===== src/design/axi_mem_pkg.sv =====
package axi_mem_pkg;

	// byte address width on every port
	localparam int addr_w = 32;

	// one memory word per beat
	localparam int data_w = 64;

	// one strobe bit per data byte
	localparam int strb_w = data_w / 8;

	// byte offset bits inside a word, dropped to form the word index
	localparam int off_w = $clog2(strb_w);

	// axi response codes
	// exokay and decerr are never produced here
	typedef enum logic [1:0] {
		resp_okay   = 2'b00,
		resp_slverr = 2'b10
	} resp_t;

	// owner of a channel inside the arbiter
	// also serves as the last-winner pointer once the channel goes idle
	typedef enum logic {
		grant_m0 = 1'b0,
		grant_m1 = 1'b1
	} grant_t;

endpackage

===== src/design/axi_lite_if.sv =====
`timescale 1ns/1ps

interface axi_lite_if;
	import axi_mem_pkg::*;

	// read address channel
	logic              arvalid;
	logic [addr_w-1:0] araddr;
	logic              arready;

	// read data channel
	logic              rvalid;
	logic [data_w-1:0] rdata;
	resp_t             rresp;
	logic              rready;

	// write address channel
	logic              awvalid;
	logic [addr_w-1:0] awaddr;
	logic              awready;

	// write data channel, presented together with aw
	logic              wvalid;
	logic [data_w-1:0] wdata;
	logic [strb_w-1:0] wstrb;
	logic              wready;

	// write response channel
	logic              bvalid;
	resp_t             bresp;
	logic              bready;

	// requester side
	modport master (
		output arvalid, araddr, rready,
		output awvalid, awaddr, wvalid, wdata, wstrb, bready,
		input  arready, rvalid, rdata, rresp,
		input  awready, wready, bvalid, bresp
	);

	// responder side
	modport slave (
		input  arvalid, araddr, rready,
		input  awvalid, awaddr, wvalid, wdata, wstrb, bready,
		output arready, rvalid, rdata, rresp,
		output awready, wready, bvalid, bresp
	);

endinterface


===== src/design/axi_rr_arbiter.sv =====
`timescale 1ns/1ps

module axi_rr_arbiter (
	input logic        clk,
	input logic        rst,
	axi_lite_if.slave  m0,
	axi_lite_if.slave  m1,
	axi_lite_if.master mem
);
	import axi_mem_pkg::*;

	// per channel owner, kept after release as the last winner
	logic   rd_busy;
	grant_t rd_grant;
	logic   wr_busy;
	grant_t wr_grant;

	// granted and busy, per master and channel
	logic rd_sel0;
	logic rd_sel1;
	logic wr_sel0;
	logic wr_sel1;

	// round robin pick
	// on a tie the loser of the last round wins
	function automatic grant_t pick(input logic req0, input logic req1, input grant_t last);
		if (req0 && req1) begin
			return (last == grant_m0) ? grant_m1 : grant_m0;
		end
		return req1 ? grant_m1 : grant_m0;
	endfunction

	// read channel owner
	always_ff @(posedge clk) begin
		if (rst) begin
			rd_busy <= 1'b0;
			rd_grant <= grant_m1;
		end else if (!rd_busy) begin
			if (m0.arvalid || m1.arvalid) begin
				rd_busy <= 1'b1;
				rd_grant <= pick(m0.arvalid, m1.arvalid, rd_grant);
			end
		end else if (mem.rvalid && mem.rready) begin
			// released on the r transfer
			rd_busy <= 1'b0;
		end
	end

	// write channel owner
	always_ff @(posedge clk) begin
		if (rst) begin
			wr_busy <= 1'b0;
			wr_grant <= grant_m1;
		end else if (!wr_busy) begin
			if (m0.awvalid || m1.awvalid) begin
				wr_busy <= 1'b1;
				wr_grant <= pick(m0.awvalid, m1.awvalid, wr_grant);
			end
		end else if (mem.bvalid && mem.bready) begin
			wr_busy <= 1'b0;
		end
	end

	assign rd_sel0 = rd_busy && (rd_grant == grant_m0);
	assign rd_sel1 = rd_busy && (rd_grant == grant_m1);
	assign wr_sel0 = wr_busy && (wr_grant == grant_m0);
	assign wr_sel1 = wr_busy && (wr_grant == grant_m1);

	// read requests toward the sram
	assign mem.arvalid = (rd_sel0 && m0.arvalid) || (rd_sel1 && m1.arvalid);
	assign mem.araddr = rd_sel1 ? m1.araddr : m0.araddr;
	assign mem.rready = (rd_sel0 && m0.rready) || (rd_sel1 && m1.rready);

	// read responses, owner only
	assign m0.arready = rd_sel0 && mem.arready;
	assign m0.rvalid = rd_sel0 && mem.rvalid;
	assign m0.rdata = rd_sel0 ? mem.rdata : '0;
	assign m0.rresp = rd_sel0 ? mem.rresp : resp_okay;

	assign m1.arready = rd_sel1 && mem.arready;
	assign m1.rvalid = rd_sel1 && mem.rvalid;
	assign m1.rdata = rd_sel1 ? mem.rdata : '0;
	assign m1.rresp = rd_sel1 ? mem.rresp : resp_okay;

	// write requests, aw and w travel together
	assign mem.awvalid = (wr_sel0 && m0.awvalid) || (wr_sel1 && m1.awvalid);
	assign mem.awaddr = wr_sel1 ? m1.awaddr : m0.awaddr;
	assign mem.wvalid = (wr_sel0 && m0.wvalid) || (wr_sel1 && m1.wvalid);
	assign mem.wdata = wr_sel1 ? m1.wdata : m0.wdata;
	assign mem.wstrb = wr_sel1 ? m1.wstrb : m0.wstrb;
	assign mem.bready = (wr_sel0 && m0.bready) || (wr_sel1 && m1.bready);

	// write responses, owner only
	assign m0.awready = wr_sel0 && mem.awready;
	assign m0.wready = wr_sel0 && mem.wready;
	assign m0.bvalid = wr_sel0 && mem.bvalid;
	assign m0.bresp = wr_sel0 ? mem.bresp : resp_okay;

	assign m1.awready = wr_sel1 && mem.awready;
	assign m1.wready = wr_sel1 && mem.wready;
	assign m1.bvalid = wr_sel1 && mem.bvalid;
	assign m1.bresp = wr_sel1 ? mem.bresp : resp_okay;

	// idle channel means nothing in flight on either side of the arbiter
	a_rd_idle_quiet: assert property (@(posedge clk) disable iff (rst)
		!rd_busy |-> !mem.arvalid && !mem.rvalid);
	a_wr_idle_quiet: assert property (@(posedge clk) disable iff (rst)
		!wr_busy |-> !mem.awvalid && !mem.wvalid && !mem.bvalid);

	// owner fixed for the whole transaction
	a_rd_grant_hold: assert property (@(posedge clk) disable iff (rst)
		rd_busy |=> $stable(rd_grant));
	a_wr_grant_hold: assert property (@(posedge clk) disable iff (rst)
		wr_busy |=> $stable(wr_grant));

endmodule


===== src/flat_wrapper.sv =====
// flat-port wrapper written by rule: the top's interface ports become plain ports
module axi_rr_arbiter_flat import axi_mem_pkg::*;
  (clk, rst, m0_arvalid, m0_araddr, m0_rready, m0_awvalid, m0_awaddr, m0_wvalid, m0_wdata, m0_wstrb, m0_bready, m0_arready, m0_rvalid, m0_rdata, m0_rresp, m0_awready, m0_wready, m0_bvalid, m0_bresp, m1_arvalid, m1_araddr, m1_rready, m1_awvalid, m1_awaddr, m1_wvalid, m1_wdata, m1_wstrb, m1_bready, m1_arready, m1_rvalid, m1_rdata, m1_rresp, m1_awready, m1_wready, m1_bvalid, m1_bresp, mem_arvalid, mem_araddr, mem_rready, mem_awvalid, mem_awaddr, mem_wvalid, mem_wdata, mem_wstrb, mem_bready, mem_arready, mem_rvalid, mem_rdata, mem_rresp, mem_awready, mem_wready, mem_bvalid, mem_bresp);
  axi_lite_if m0_i ();
  axi_lite_if m1_i ();
  axi_lite_if mem_i ();
  input logic clk;
  input logic rst;
  input wire logic [$bits(m0_i.arvalid)-1:0] m0_arvalid;
  input wire logic [$bits(m0_i.araddr)-1:0] m0_araddr;
  input wire logic [$bits(m0_i.rready)-1:0] m0_rready;
  input wire logic [$bits(m0_i.awvalid)-1:0] m0_awvalid;
  input wire logic [$bits(m0_i.awaddr)-1:0] m0_awaddr;
  input wire logic [$bits(m0_i.wvalid)-1:0] m0_wvalid;
  input wire logic [$bits(m0_i.wdata)-1:0] m0_wdata;
  input wire logic [$bits(m0_i.wstrb)-1:0] m0_wstrb;
  input wire logic [$bits(m0_i.bready)-1:0] m0_bready;
  output wire logic [$bits(m0_i.arready)-1:0] m0_arready;
  output wire logic [$bits(m0_i.rvalid)-1:0] m0_rvalid;
  output wire logic [$bits(m0_i.rdata)-1:0] m0_rdata;
  output wire logic [$bits(m0_i.rresp)-1:0] m0_rresp;
  output wire logic [$bits(m0_i.awready)-1:0] m0_awready;
  output wire logic [$bits(m0_i.wready)-1:0] m0_wready;
  output wire logic [$bits(m0_i.bvalid)-1:0] m0_bvalid;
  output wire logic [$bits(m0_i.bresp)-1:0] m0_bresp;
  input wire logic [$bits(m1_i.arvalid)-1:0] m1_arvalid;
  input wire logic [$bits(m1_i.araddr)-1:0] m1_araddr;
  input wire logic [$bits(m1_i.rready)-1:0] m1_rready;
  input wire logic [$bits(m1_i.awvalid)-1:0] m1_awvalid;
  input wire logic [$bits(m1_i.awaddr)-1:0] m1_awaddr;
  input wire logic [$bits(m1_i.wvalid)-1:0] m1_wvalid;
  input wire logic [$bits(m1_i.wdata)-1:0] m1_wdata;
  input wire logic [$bits(m1_i.wstrb)-1:0] m1_wstrb;
  input wire logic [$bits(m1_i.bready)-1:0] m1_bready;
  output wire logic [$bits(m1_i.arready)-1:0] m1_arready;
  output wire logic [$bits(m1_i.rvalid)-1:0] m1_rvalid;
  output wire logic [$bits(m1_i.rdata)-1:0] m1_rdata;
  output wire logic [$bits(m1_i.rresp)-1:0] m1_rresp;
  output wire logic [$bits(m1_i.awready)-1:0] m1_awready;
  output wire logic [$bits(m1_i.wready)-1:0] m1_wready;
  output wire logic [$bits(m1_i.bvalid)-1:0] m1_bvalid;
  output wire logic [$bits(m1_i.bresp)-1:0] m1_bresp;
  output wire logic [$bits(mem_i.arvalid)-1:0] mem_arvalid;
  output wire logic [$bits(mem_i.araddr)-1:0] mem_araddr;
  output wire logic [$bits(mem_i.rready)-1:0] mem_rready;
  output wire logic [$bits(mem_i.awvalid)-1:0] mem_awvalid;
  output wire logic [$bits(mem_i.awaddr)-1:0] mem_awaddr;
  output wire logic [$bits(mem_i.wvalid)-1:0] mem_wvalid;
  output wire logic [$bits(mem_i.wdata)-1:0] mem_wdata;
  output wire logic [$bits(mem_i.wstrb)-1:0] mem_wstrb;
  output wire logic [$bits(mem_i.bready)-1:0] mem_bready;
  input wire logic [$bits(mem_i.arready)-1:0] mem_arready;
  input wire logic [$bits(mem_i.rvalid)-1:0] mem_rvalid;
  input wire logic [$bits(mem_i.rdata)-1:0] mem_rdata;
  input wire logic [$bits(mem_i.rresp)-1:0] mem_rresp;
  input wire logic [$bits(mem_i.awready)-1:0] mem_awready;
  input wire logic [$bits(mem_i.wready)-1:0] mem_wready;
  input wire logic [$bits(mem_i.bvalid)-1:0] mem_bvalid;
  input wire logic [$bits(mem_i.bresp)-1:0] mem_bresp;
  assign m0_i.arvalid = m0_arvalid;
  assign m0_i.araddr = m0_araddr;
  assign m0_i.rready = m0_rready;
  assign m0_i.awvalid = m0_awvalid;
  assign m0_i.awaddr = m0_awaddr;
  assign m0_i.wvalid = m0_wvalid;
  assign m0_i.wdata = m0_wdata;
  assign m0_i.wstrb = m0_wstrb;
  assign m0_i.bready = m0_bready;
  assign m0_arready = m0_i.arready;
  assign m0_rvalid = m0_i.rvalid;
  assign m0_rdata = m0_i.rdata;
  assign m0_rresp = m0_i.rresp;
  assign m0_awready = m0_i.awready;
  assign m0_wready = m0_i.wready;
  assign m0_bvalid = m0_i.bvalid;
  assign m0_bresp = m0_i.bresp;
  assign m1_i.arvalid = m1_arvalid;
  assign m1_i.araddr = m1_araddr;
  assign m1_i.rready = m1_rready;
  assign m1_i.awvalid = m1_awvalid;
  assign m1_i.awaddr = m1_awaddr;
  assign m1_i.wvalid = m1_wvalid;
  assign m1_i.wdata = m1_wdata;
  assign m1_i.wstrb = m1_wstrb;
  assign m1_i.bready = m1_bready;
  assign m1_arready = m1_i.arready;
  assign m1_rvalid = m1_i.rvalid;
  assign m1_rdata = m1_i.rdata;
  assign m1_rresp = m1_i.rresp;
  assign m1_awready = m1_i.awready;
  assign m1_wready = m1_i.wready;
  assign m1_bvalid = m1_i.bvalid;
  assign m1_bresp = m1_i.bresp;
  assign mem_arvalid = mem_i.arvalid;
  assign mem_araddr = mem_i.araddr;
  assign mem_rready = mem_i.rready;
  assign mem_awvalid = mem_i.awvalid;
  assign mem_awaddr = mem_i.awaddr;
  assign mem_wvalid = mem_i.wvalid;
  assign mem_wdata = mem_i.wdata;
  assign mem_wstrb = mem_i.wstrb;
  assign mem_bready = mem_i.bready;
  assign mem_i.arready = mem_arready;
  assign mem_i.rvalid = mem_rvalid;
  assign mem_i.rdata = mem_rdata;
  assign mem_i.rresp = mem_rresp;
  assign mem_i.awready = mem_awready;
  assign mem_i.wready = mem_wready;
  assign mem_i.bvalid = mem_bvalid;
  assign mem_i.bresp = mem_bresp;
  axi_rr_arbiter u_core (.clk(clk), .rst(rst), .m0(m0_i), .m1(m1_i), .mem(mem_i));
endmodule

===== config.mk =====
export PLATFORM = sky130hd
export DESIGN_NAME = axi_rr_arbiter_flat
export DESIGN_NICKNAME = d
export VERILOG_FILES = /design/src/design/axi_mem_pkg.sv /design/src/design/axi_lite_if.sv /design/src/design/axi_rr_arbiter.sv /design/src/flat_wrapper.sv
export SDC_FILE = /design/constraint.sdc
export NUM_CORES = 1
export LEC_CHECK = 0
export BUFFER_PORTS_ARGS = -buffer_cell sky130_fd_sc_hd__buf_2
export CAP_MARGIN = 25
export CORE_AREA = 2 2 248 250
export CTS_CLUSTER_DIAMETER = 40
export DETAILED_ROUTE_END_ITERATION = 10
export DIE_AREA = 0 0 250 252
export PLACE_DENSITY = 0.3
export SLEW_MARGIN = 20
export SYNTH_ARGS = -nofsm -noshare
export SYNTH_HDL_FRONTEND = slang
export SYNTH_SLANG_ARGS = --single-unit

===== constraint.sdc =====
create_clock -name clk -period 1.5 [get_ports clk]
set_clock_uncertainty 0.05 [all_clocks]
set_input_delay 0.3 -clock clk [delete_from_list [all_inputs] [get_ports clk]]
set_output_delay 0.3 -clock clk [all_outputs]
set_load 0.03 [all_outputs]

==> results_dict.tcl, run 1 <==
set metrics [dict create \
    async_flop_share_pct 0 \
    core-area_um2 60100 \
    dr.pass1.iters 4 \
    ctsHoldBuffers 0 \
    ys_seq_area_share_pct 2.54 \
    fillers 6704 \
    vdd_drop_max_v 0.000224 \
    final_common_cell "buf_2" \
    initial_core_util_pct 5.25 \
    p_sw_share_pct 47.7 \
    num_vias 5997 \
    crit_type "flop to output port" \
    synth_cells 352 \
    grtUsageTotal_pct 12.2 \
    tightest_slew_ps 220 \
    drtIter0Drc 243 \
    cts_tree "yes" \
    end_kind "output port" \
    areaGrowthSynthToFinish_pct 253 \
    ff_latch_area_um2 95.1 \
    crit_required_ps 1150 \
    drt-total-wl_um 42800 \
    switchingPower_uw 2940 \
    gr-total-overflow 0 \
    crit_path_start_kind "flop" \
    htree_levels 1 \
    power.internal_uw 3220 \
    synth_cell_types 21 \
    setup_viol 287 \
    path_clk_slew_ps 40 \
    row_count 90 \
    ys.flop_type "dfxtp_1" \
    maxCapViolations 0 \
    syn_area_per_cell_um2 8.97 \
    finalCritPeriodShare_pct 126 \
    hold_violations 0 \
    syn_nets 709 \
    grt_pass1_vias 6372 \
    routedWlPerCell_um 23.4 \
    drive_above_1_share_pct 96.4 \
    period_minus_slack_ps 1890 \
    hold_path.class "primary input to flop" \
    yosysWarnings 0 \
    fmax_ghz 0.528 \
    grt_max_degree 22 \
    ys_ff_latch 4 \
    ios 644 \
    clkPwrFrac_pct 7.1 \
    numClockSinks 4 \
    die_area_um2 63000 \
    status "finished, violations left" \
    violations "setup timing" \
    synth_enable_flop_cells 0 \
    avgViaCountPerCell 3.28 \
    clock_latency_ps 230 \
    drc 0 \
    final_cell_mix "buf_2 (390), buf_6 (244), mux2_4 (113), and2_4 (65), and3_4 (64)" \
    power_density_nw_per_um2 552 \
    antenna_found_initial 12 \
    root_buffer "clkbuf_16" \
    grt_pass1_wl_um 52700 \
    final_nets 1399 \
    combPwrFrac_pct 90.5 \
    post-dp-hpwl_um 32900 \
    die_h_um 252 \
    p_leak_uw 0.00575 \
    rsz0062_at_grt "true" \
    p_seq_share_pct 2.3 \
    fin_ws_ps -392 \
    critPathMaxFanout 8 \
    fp.dieW_um 250 \
    slew_headroom_pct 85.0 \
    arrival_ps 1540 \
    cts_buffers 3 \
    pre_cts_ws_ps -365 \
    cts_buffer_depth 2 \
    fin_util_pct 18.5 \
    gp_congestion 0.883 \
    final_antenna_net_count 0 \
    port_buffers 643 \
    multi_input_area_um2 3610 \
    synth_area_um2 3160 \
    finalMaxSlewViolations 0 \
]
cell families (layout without fill, tap and decap cells):
| logic type | after synthesis | after routing | synth area share [%] |
|---|---|---|---|
| multiplexers | 141 | 141 | 57.2 |
| buffers and inverters | 40 | 727 | 7.02 |
| AO/OA/AOI/OAI | 4 | 4 | 1.27 |
| AND/OR/NAND/NOR | 163 | 164 | 31.9 |
| other | 0 | 5 | 0 |
| flip-flops | 4 | 4 | 2.54 |
Yosys cell counts (all sizes together), types with 2 or more instances:
cell      n  area, um^2
nor2b     6        37.5
or3       2        12.5
nand2b    2        12.5
clkbuf   21        81.3
a221o     2        20.0
and2     73         457
o211a     2        20.0
dfxtp     4        80.1
and3     73         457
mux2i     5        50.1
nand2     4        17.5
mux2    136        1760
buf      18         136
nor2      2        7.51
timing repair:
action | in CTS | in global routing
resized for setup | 511 | 332
pin swaps | 19 | 48
cloned | 32 | 6
endpoints found under the setup margin | 287 | 287
setup buffers | 32 | 12
layer usage:
metal | vias to the layer above | wire length, um | track usage (%)
met2 | 435 | 21800 | 22.9
met5 | - | 66 | 0
li1 | 2657 | - | -
met3 | 50 | 3190 | 3.18
met4 | 10 | 1180 | 3.28
met1 | 2845 | 16600 | 13.5
critical path, cell delays in order, from the launching register on:
cell and delay (ps):
dfxtp_4 420, nand2_8 100, buf_12 150, buf_16 150
mux2_4 330, buf_6 150
stage by stage:
stage / hold WS (ps) / cells / instance area, um^2 / total power, uW / TNS [ps]
finish: 288 / 1827 / 11100 / 6150 / -82970
global route: 288 / 1825 / 11100 / 6380 / -94120
CTS: 283 / 1823 / 10500 / 6010 / -97080
detailed placement: 523 / 1757 / 7520 / 4030 / -21640
global placement: 525 / 1757 / 7520 / 4060 / -21390
floorplan: 355 / 352 / 3160 / 2350 / -540
power groups by stage:
| stage | clock, uW | combinational, uW | sequential (uW) |
|---|---|---|---|
| 2_1_floorplan | 0 | 2220 | 123 |
| 3_3_place_gp | 0 | 3930 | 130 |
| 3_5_place_dp | 0 | 3900 | 130 |
| 4_1_cts | 454 | 5420 | 141 |
| 5_1_grt | 461 | 5770 | 146 |
| 6_report | 439 | 5570 | 144 |
flip-flops by register name, summed over array words and instances, names as in the netlist:
signal and count:
u_core.rd_busy 1, u_core.rd_grant 1, u_core.wr_busy 1, u_core.wr_grant 1
worst paths after layout:
kind,endpoint,slack [ps],cells after the start,startpoint
min,u_core.rd_grant,290,2,m1_arvalid
max reg2reg,u_core.wr_busy,120,4,u_core.wr_grant
max,mem_wdata[38],-390,5,u_core.wr_grant
min reg2reg,u_core.rd_busy,710,3,u_core.rd_busy
layout make-up:
type                            count  area share [%]
Antenna cell                        5           0.112
Clock buffer                        3           0.674
Inverter                            1          0.0337
Multi-Input combinational cell    309            32.4
Sequential cell                     4           0.853
Tap cell                          782            8.78
Timing Repair Buffer              723            57.1
(Power assumes the default switching activity.)
==> run 2, diff against run 1 <==
--- a/config.mk
+++ b/config.mk
@@ -11,8 +11,9 @@
 export CTS_CLUSTER_DIAMETER = 40
 export DETAILED_ROUTE_END_ITERATION = 10
 export DIE_AREA = 0 0 250 252
-export PLACE_DENSITY = 0.3
+export SETUP_SLACK_MARGIN = 0.4
 export SLEW_MARGIN = 20
 export SYNTH_ARGS = -nofsm -noshare
 export SYNTH_HDL_FRONTEND = slang
 export SYNTH_SLANG_ARGS = --single-unit
+export TNS_END_PERCENT = 1
==> results_dict.tcl, run 2 (synthesis results as in run 1) <==
set metrics [dict create \
    clkPwrFrac_pct 8.6 \
    arrival_ps 1520 \
    place_area_um2 7620 \
    finalInstanceArea_um2 9160 \
    pre_cts_ws_ps -250 \
    endpoint "mem_wdata[31]" \
    slew_headroom_pct 78.6 \
    finalCritPeriodShare_pct 125 \
    ios 644 \
    post-dp-hpwl_um 26900 \
    htree_levels 1 \
    p_seq_share_pct 2.7 \
    path_cells "buf_12 -> nand2_8 -> buf_8 -> mux2_4 -> buf_6" \
    die_area_um2 63000 \
    r2r-end "u_core.rd_busy" \
    setup_viol 287 \
    multi_input_area_um2 3240 \
    initial_core_util_pct 5.25 \
    clock_latency_ps 230 \
    critPathMaxFanout 7 \
    fp.dieW_um 250 \
    hold_violations 0 \
    gp_congestion 0.840 \
    p_sw_share_pct 50.7 \
    dr.pass1.iters 4 \
    gr-total-overflow 0 \
    final_cell_mix "buf_2 (474), buf_6 (159), mux2_4 (117), and3_1 (73)" \
    cp-startpoint "u_core.wr_busy" \
    cts_tree "yes" \
    ctsHoldBuffers 0 \
    grt_pass1_vias 5323 \
    core-area_um2 60100 \
    crit_family "buffers and inverters" \
    drt-total-wl_um 31400 \
    layoutNonFillerInstCount 1781 \
    power_density_nw_per_um2 549 \
    cp_num_buf_inv 3 \
    grt_max_degree 47 \
    crit_required_ps 1150 \
    port_buffers 643 \
    final_nets 1356 \
    violations "setup timing" \
    power.internal_uw 2480 \
    p_leak_uw 0.00521 \
    status "finished, violations left" \
    tightest_slew_ps 321 \
    crit_path_start_kind "flop" \
    maxCapViolations 0 \
    reg2regPathDepth 4 \
    fmax_ghz 0.535 \
    fillers 6845 \
    holdWs_ps 304 \
    grt_pass1_wl_um 39900 \
    crit_type "flop to output port" \
    avgViaCountPerCell 3.05 \
    num_vias 5435 \
    slowest_delay_ps 360 \
    hold_path.class "primary input to flop" \
    drive_above_1_share_pct 87.0 \
    final_antenna_net_count 0 \
    dp.cells 1767 \
    fin_ws_ps -371 \
    combPwrFrac_pct 88.7 \
    row_count 90 \
    die_h_um 252 \
    path_clk_slew_ps 30 \
    antenna_found_initial 4 \
    end_kind "output port" \
    final_common_cell "buf_2" \
    ff_latch_area_um2 90.1 \
    r2r_start "u_core.rd_grant" \
    areaGrowthSynthToFinish_pct 190 \
    rsz0062_at_grt "true" \
    numClockSinks 4 \
    period_minus_slack_ps 1870 \
    vdd_drop_max_v 0.000231 \
    drtIter0Drc 226 \
    cts_buffer_depth 2 \
    cts_buffers 3 \
    worstSetupPathDepth 5 \
    crit_slowest_cell "dfxtp_4" \
    finalMaxSlewViolations 0 \
    grtUsageTotal_pct 8.96 \
    switchingPower_uw 2550 \
    rrSetupSlack_ps 60 \
    routedWlPerCell_um 17.6 \
    setup-tns-final_ps -65150 \
    drc 0 \
    root_buffer "clkbuf_16" \
]
run 2: layout make-up:
class | instances | area share (%)
clock buffer | 3 | 0.820
multi-input combinational | 310 | 35.4
tap | 782 | 10.7
timing repair buffer | 679 | 52.0
inverter | 1 | 0.0410
antenna | 2 | 0.0547
sequential | 4 | 0.984
run 2: power by group through the flow:
stage / Combinational [uW] / Clock [uW] / Sequential, uW
final: 4460 / 433 / 135
after global routing: 4670 / 460 / 137
after CTS: 4440 / 456 / 135
after detailed placement: 3780 / 0 / 132
after global placement: 3770 / 0 / 132
after floorplan: 2330 / 0 / 126
run 2: stage by stage:
step	total power [uW]	utilization, %
after floorplan	2460	-
after global placement	3910	12.7
after detailed placement	3910	12.7
after CTS	5040	15.1
after global routing	5270	15.2
final	5030	15.2
run 2: how the worst min path moves through the flow:
| stage | from | endpoint | cells after the start |
|---|---|---|---|
| after global placement | m1_arvalid | u_core.rd_grant | 2 |
| final | m1_arvalid | u_core.rd_grant | 2 |
| after global routing | m1_arvalid | u_core.rd_grant | 2 |
| after CTS | m1_arvalid | u_core.rd_grant | 2 |
| after floorplan | rst | u_core.rd_grant | 1 |
| after detailed placement | m1_arvalid | u_core.rd_grant | 2 |
run 2: repair_timing:
action,CTS,global route
gates cloned,3,1
gates resized for setup,409,14
buffers inserted,3,2
setup endpoints to repair,291,291
pin swaps,33,8
run 2: layer usage:
metal | vias to the layer above | wire length (um) | track usage (%)
li1 | 2555 | - | -
met1 | 2512 | 12000 | 10.0
met2 | 343 | 14600 | 14.9
met3 | 25 | 4150 | 4.77
met4 | 0 | 658 | 2.21
met5 | - | 0 | 0
==> run 3, diff against run 2 <==
--- a/config.mk
+++ b/config.mk
@@ -7,10 +7,10 @@
 export LEC_CHECK = 0
 export BUFFER_PORTS_ARGS = -buffer_cell sky130_fd_sc_hd__buf_2
 export CAP_MARGIN = 25
-export CORE_AREA = 2 2 248 250
+export CORE_AREA = 4 4 250 252
 export CTS_CLUSTER_DIAMETER = 40
 export DETAILED_ROUTE_END_ITERATION = 10
-export DIE_AREA = 0 0 250 252
+export DIE_AREA = 0 0 254 256
 export SETUP_SLACK_MARGIN = 0.4
 export SLEW_MARGIN = 20
 export SYNTH_ARGS = -nofsm -noshare
==> results_dict.tcl, run 3 (synthesis results as in run 1) <==
set metrics [dict create \
    path_clk_slew_ps 30 \
    die_h_um 256 \
    areaGrowthSynthToFinish_pct 201 \
    drc 0 \
    crit_path_start_kind "flop" \
    port_buffers 643 \
    end_kind "output port" \
    period_minus_slack_ps 1890 \
    fp.dieW_um 254 \
    power.internal_uw 2630 \
    arrival_ps 1540 \
    power_density_nw_per_um2 549 \
    cts_buffers 3 \
    finalMaxSlewViolations 0 \
    slew_headroom_pct 83.9 \
    dr.pass1.iters 4 \
    num_vias 5620 \
    die_area_um2 65000 \
    grt_max_degree 49 \
    clock_latency_ps 230 \
    finalCritPeriodShare_pct 126 \
    initial_core_util_pct 5.25 \
    fin_ws_ps -394 \
    row_count 90 \
    rsz0062_at_grt "true" \
    maxCapViolations 0 \
    fin_total_pwr_uw 5230 \
    gp_congestion 0.912 \
    fin_util_pct 15.8 \
    drt-total-wl_um 35600 \
    drtIter0Drc 234 \
    setup_viol 287 \
    final_cell_mix "buf_2 (428), buf_6 (198), mux2_4 (117), and3_1 (67), and2_1 (50)" \
    cts_tree "yes" \
    drive_above_1_share_pct 86.3 \
    grtUsageTotal_pct 9.66 \
    vdd_drop_max_v 0.000199 \
    violations "setup timing" \
    antenna_found_initial 16 \
    tightest_slew_ps 236 \
    p_sw_share_pct 49.6 \
    crit_type "flop to output port" \
    combPwrFrac_pct 89.0 \
    avgViaCountPerCell 3.13 \
    hold_violations 0 \
    ff_latch_area_um2 95.1 \
    root_buffer "clkbuf_16" \
    grt_pass1_vias 5746 \
    final_common_cell "buf_2" \
    p_seq_share_pct 2.7 \
    fillers 6791 \
    setup-tns-final_ps -67220 \
    switchingPower_uw 2590 \
    hold_path.class "primary input to flop" \
    core-area_um2 60100 \
    crit_required_ps 1150 \
    routedWlPerCell_um 19.8 \
    clkPwrFrac_pct 8.3 \
    cts_buffer_depth 2 \
    numClockSinks 4 \
    multi_input_area_um2 3230 \
    p_leak_uw 0.00527 \
    htree_levels 1 \
    critPathMaxFanout 6 \
    gr-total-overflow 0 \
    post-dp-hpwl_um 30100 \
    min_from "m1_arvalid" \
    ios 644 \
    grt_pass1_wl_um 44400 \
    cp-startpoint "u_core.wr_busy" \
    fmax_ghz 0.528 \
    r2r_start "u_core.rd_grant" \
    final_antenna_net_count 0 \
    ctsHoldBuffers 0 \
    status "finished, violations left" \
    final_nets 1361 \
]
[run 3: cell types whose count changed in the layout (fill, tap and decap cells not counted), moves of 3 or more]
cell / previous run / this run
diode_2: 2 / 12
buf_8: 9 / 5
buf_4: 22 / 35
buf_6: 159 / 198
and3_1: 73 / 67
and3_4: 0 / 6
and2_4: 36 / 12
and2_1: 36 / 50
buf_2: 474 / 428
and2_2: 1 / 11
buf_16: 1 / 4
[run 3: what timing repair did]
item / CTS / global route
gates resized for setup: 428 / 66
endpoints found under the setup margin: 291 / 291
buffers inserted: 6 / 0
pin swaps: 11 / 9
gates cloned: 6 / 0
[run 3: power by group through the flow]
stage | combinational [uW] | sequential (uW) | clock [uW]
detailed placement | 3820 | 137 | 0
CTS | 4600 | 140 | 464
global placement | 3810 | 136 | 0
floorplan | 2330 | 126 | 0
global route | 4870 | 143 | 469
finish | 4650 | 140 | 435
[run 3: final timing paths]
| path | to | slack [ps] | cells past startpoint |
|---|---|---|---|
| setup reg to reg | u_core.rd_busy | 160 | 4 |
| hold reg to reg | u_core.wr_busy | 790 | 3 |
| setup / recovery | mem_wdata[61] | -390 | 5 |
| hold / removal | u_core.rd_grant | 300 | 2 |
[run 3: area by class of cell]
type	count	area share [%]
inverter	1	0.0395
timing repair buffer	684	53.6
clock buffer	3	0.789
tap	782	10.3
multi-input combinational	310	34.0
sequential	4	1.00
antenna	12	0.316
[run 3: metal layers]
layer / global-route usage, % / routed length [um] / up-vias / part of all wire (%)
met5: 0 / 34 / - / 0.096
met4: 2.19 / 772 / 6 / 2.2
met3: 4.16 / 4290 / 39 / 12
met2: 15.7 / 16000 / 389 / 45
met1: 11.9 / 14500 / 2614 / 41
li1: - / - / 2572 / -
[run 3: stage by stage]
stage	worst slack, ps	std cells	hold slack (ps)	instance area, um^2
after detailed placement	-252	1769	542	7680
after floorplan	59.0	352	355	3380
after global routing	-438	1789	320	9500
after global placement	-254	1769	546	7680
final	-394	1796	297	9510
after CTS	-421	1784	295	9310
[run 3: worst max-delay path, cell delays in order, from the launching register on]
cell and delay (ps):
dfxtp_4 390, buf_12 140, nand2_8 110, buf_12 160
mux2_4 340, buf_6 160
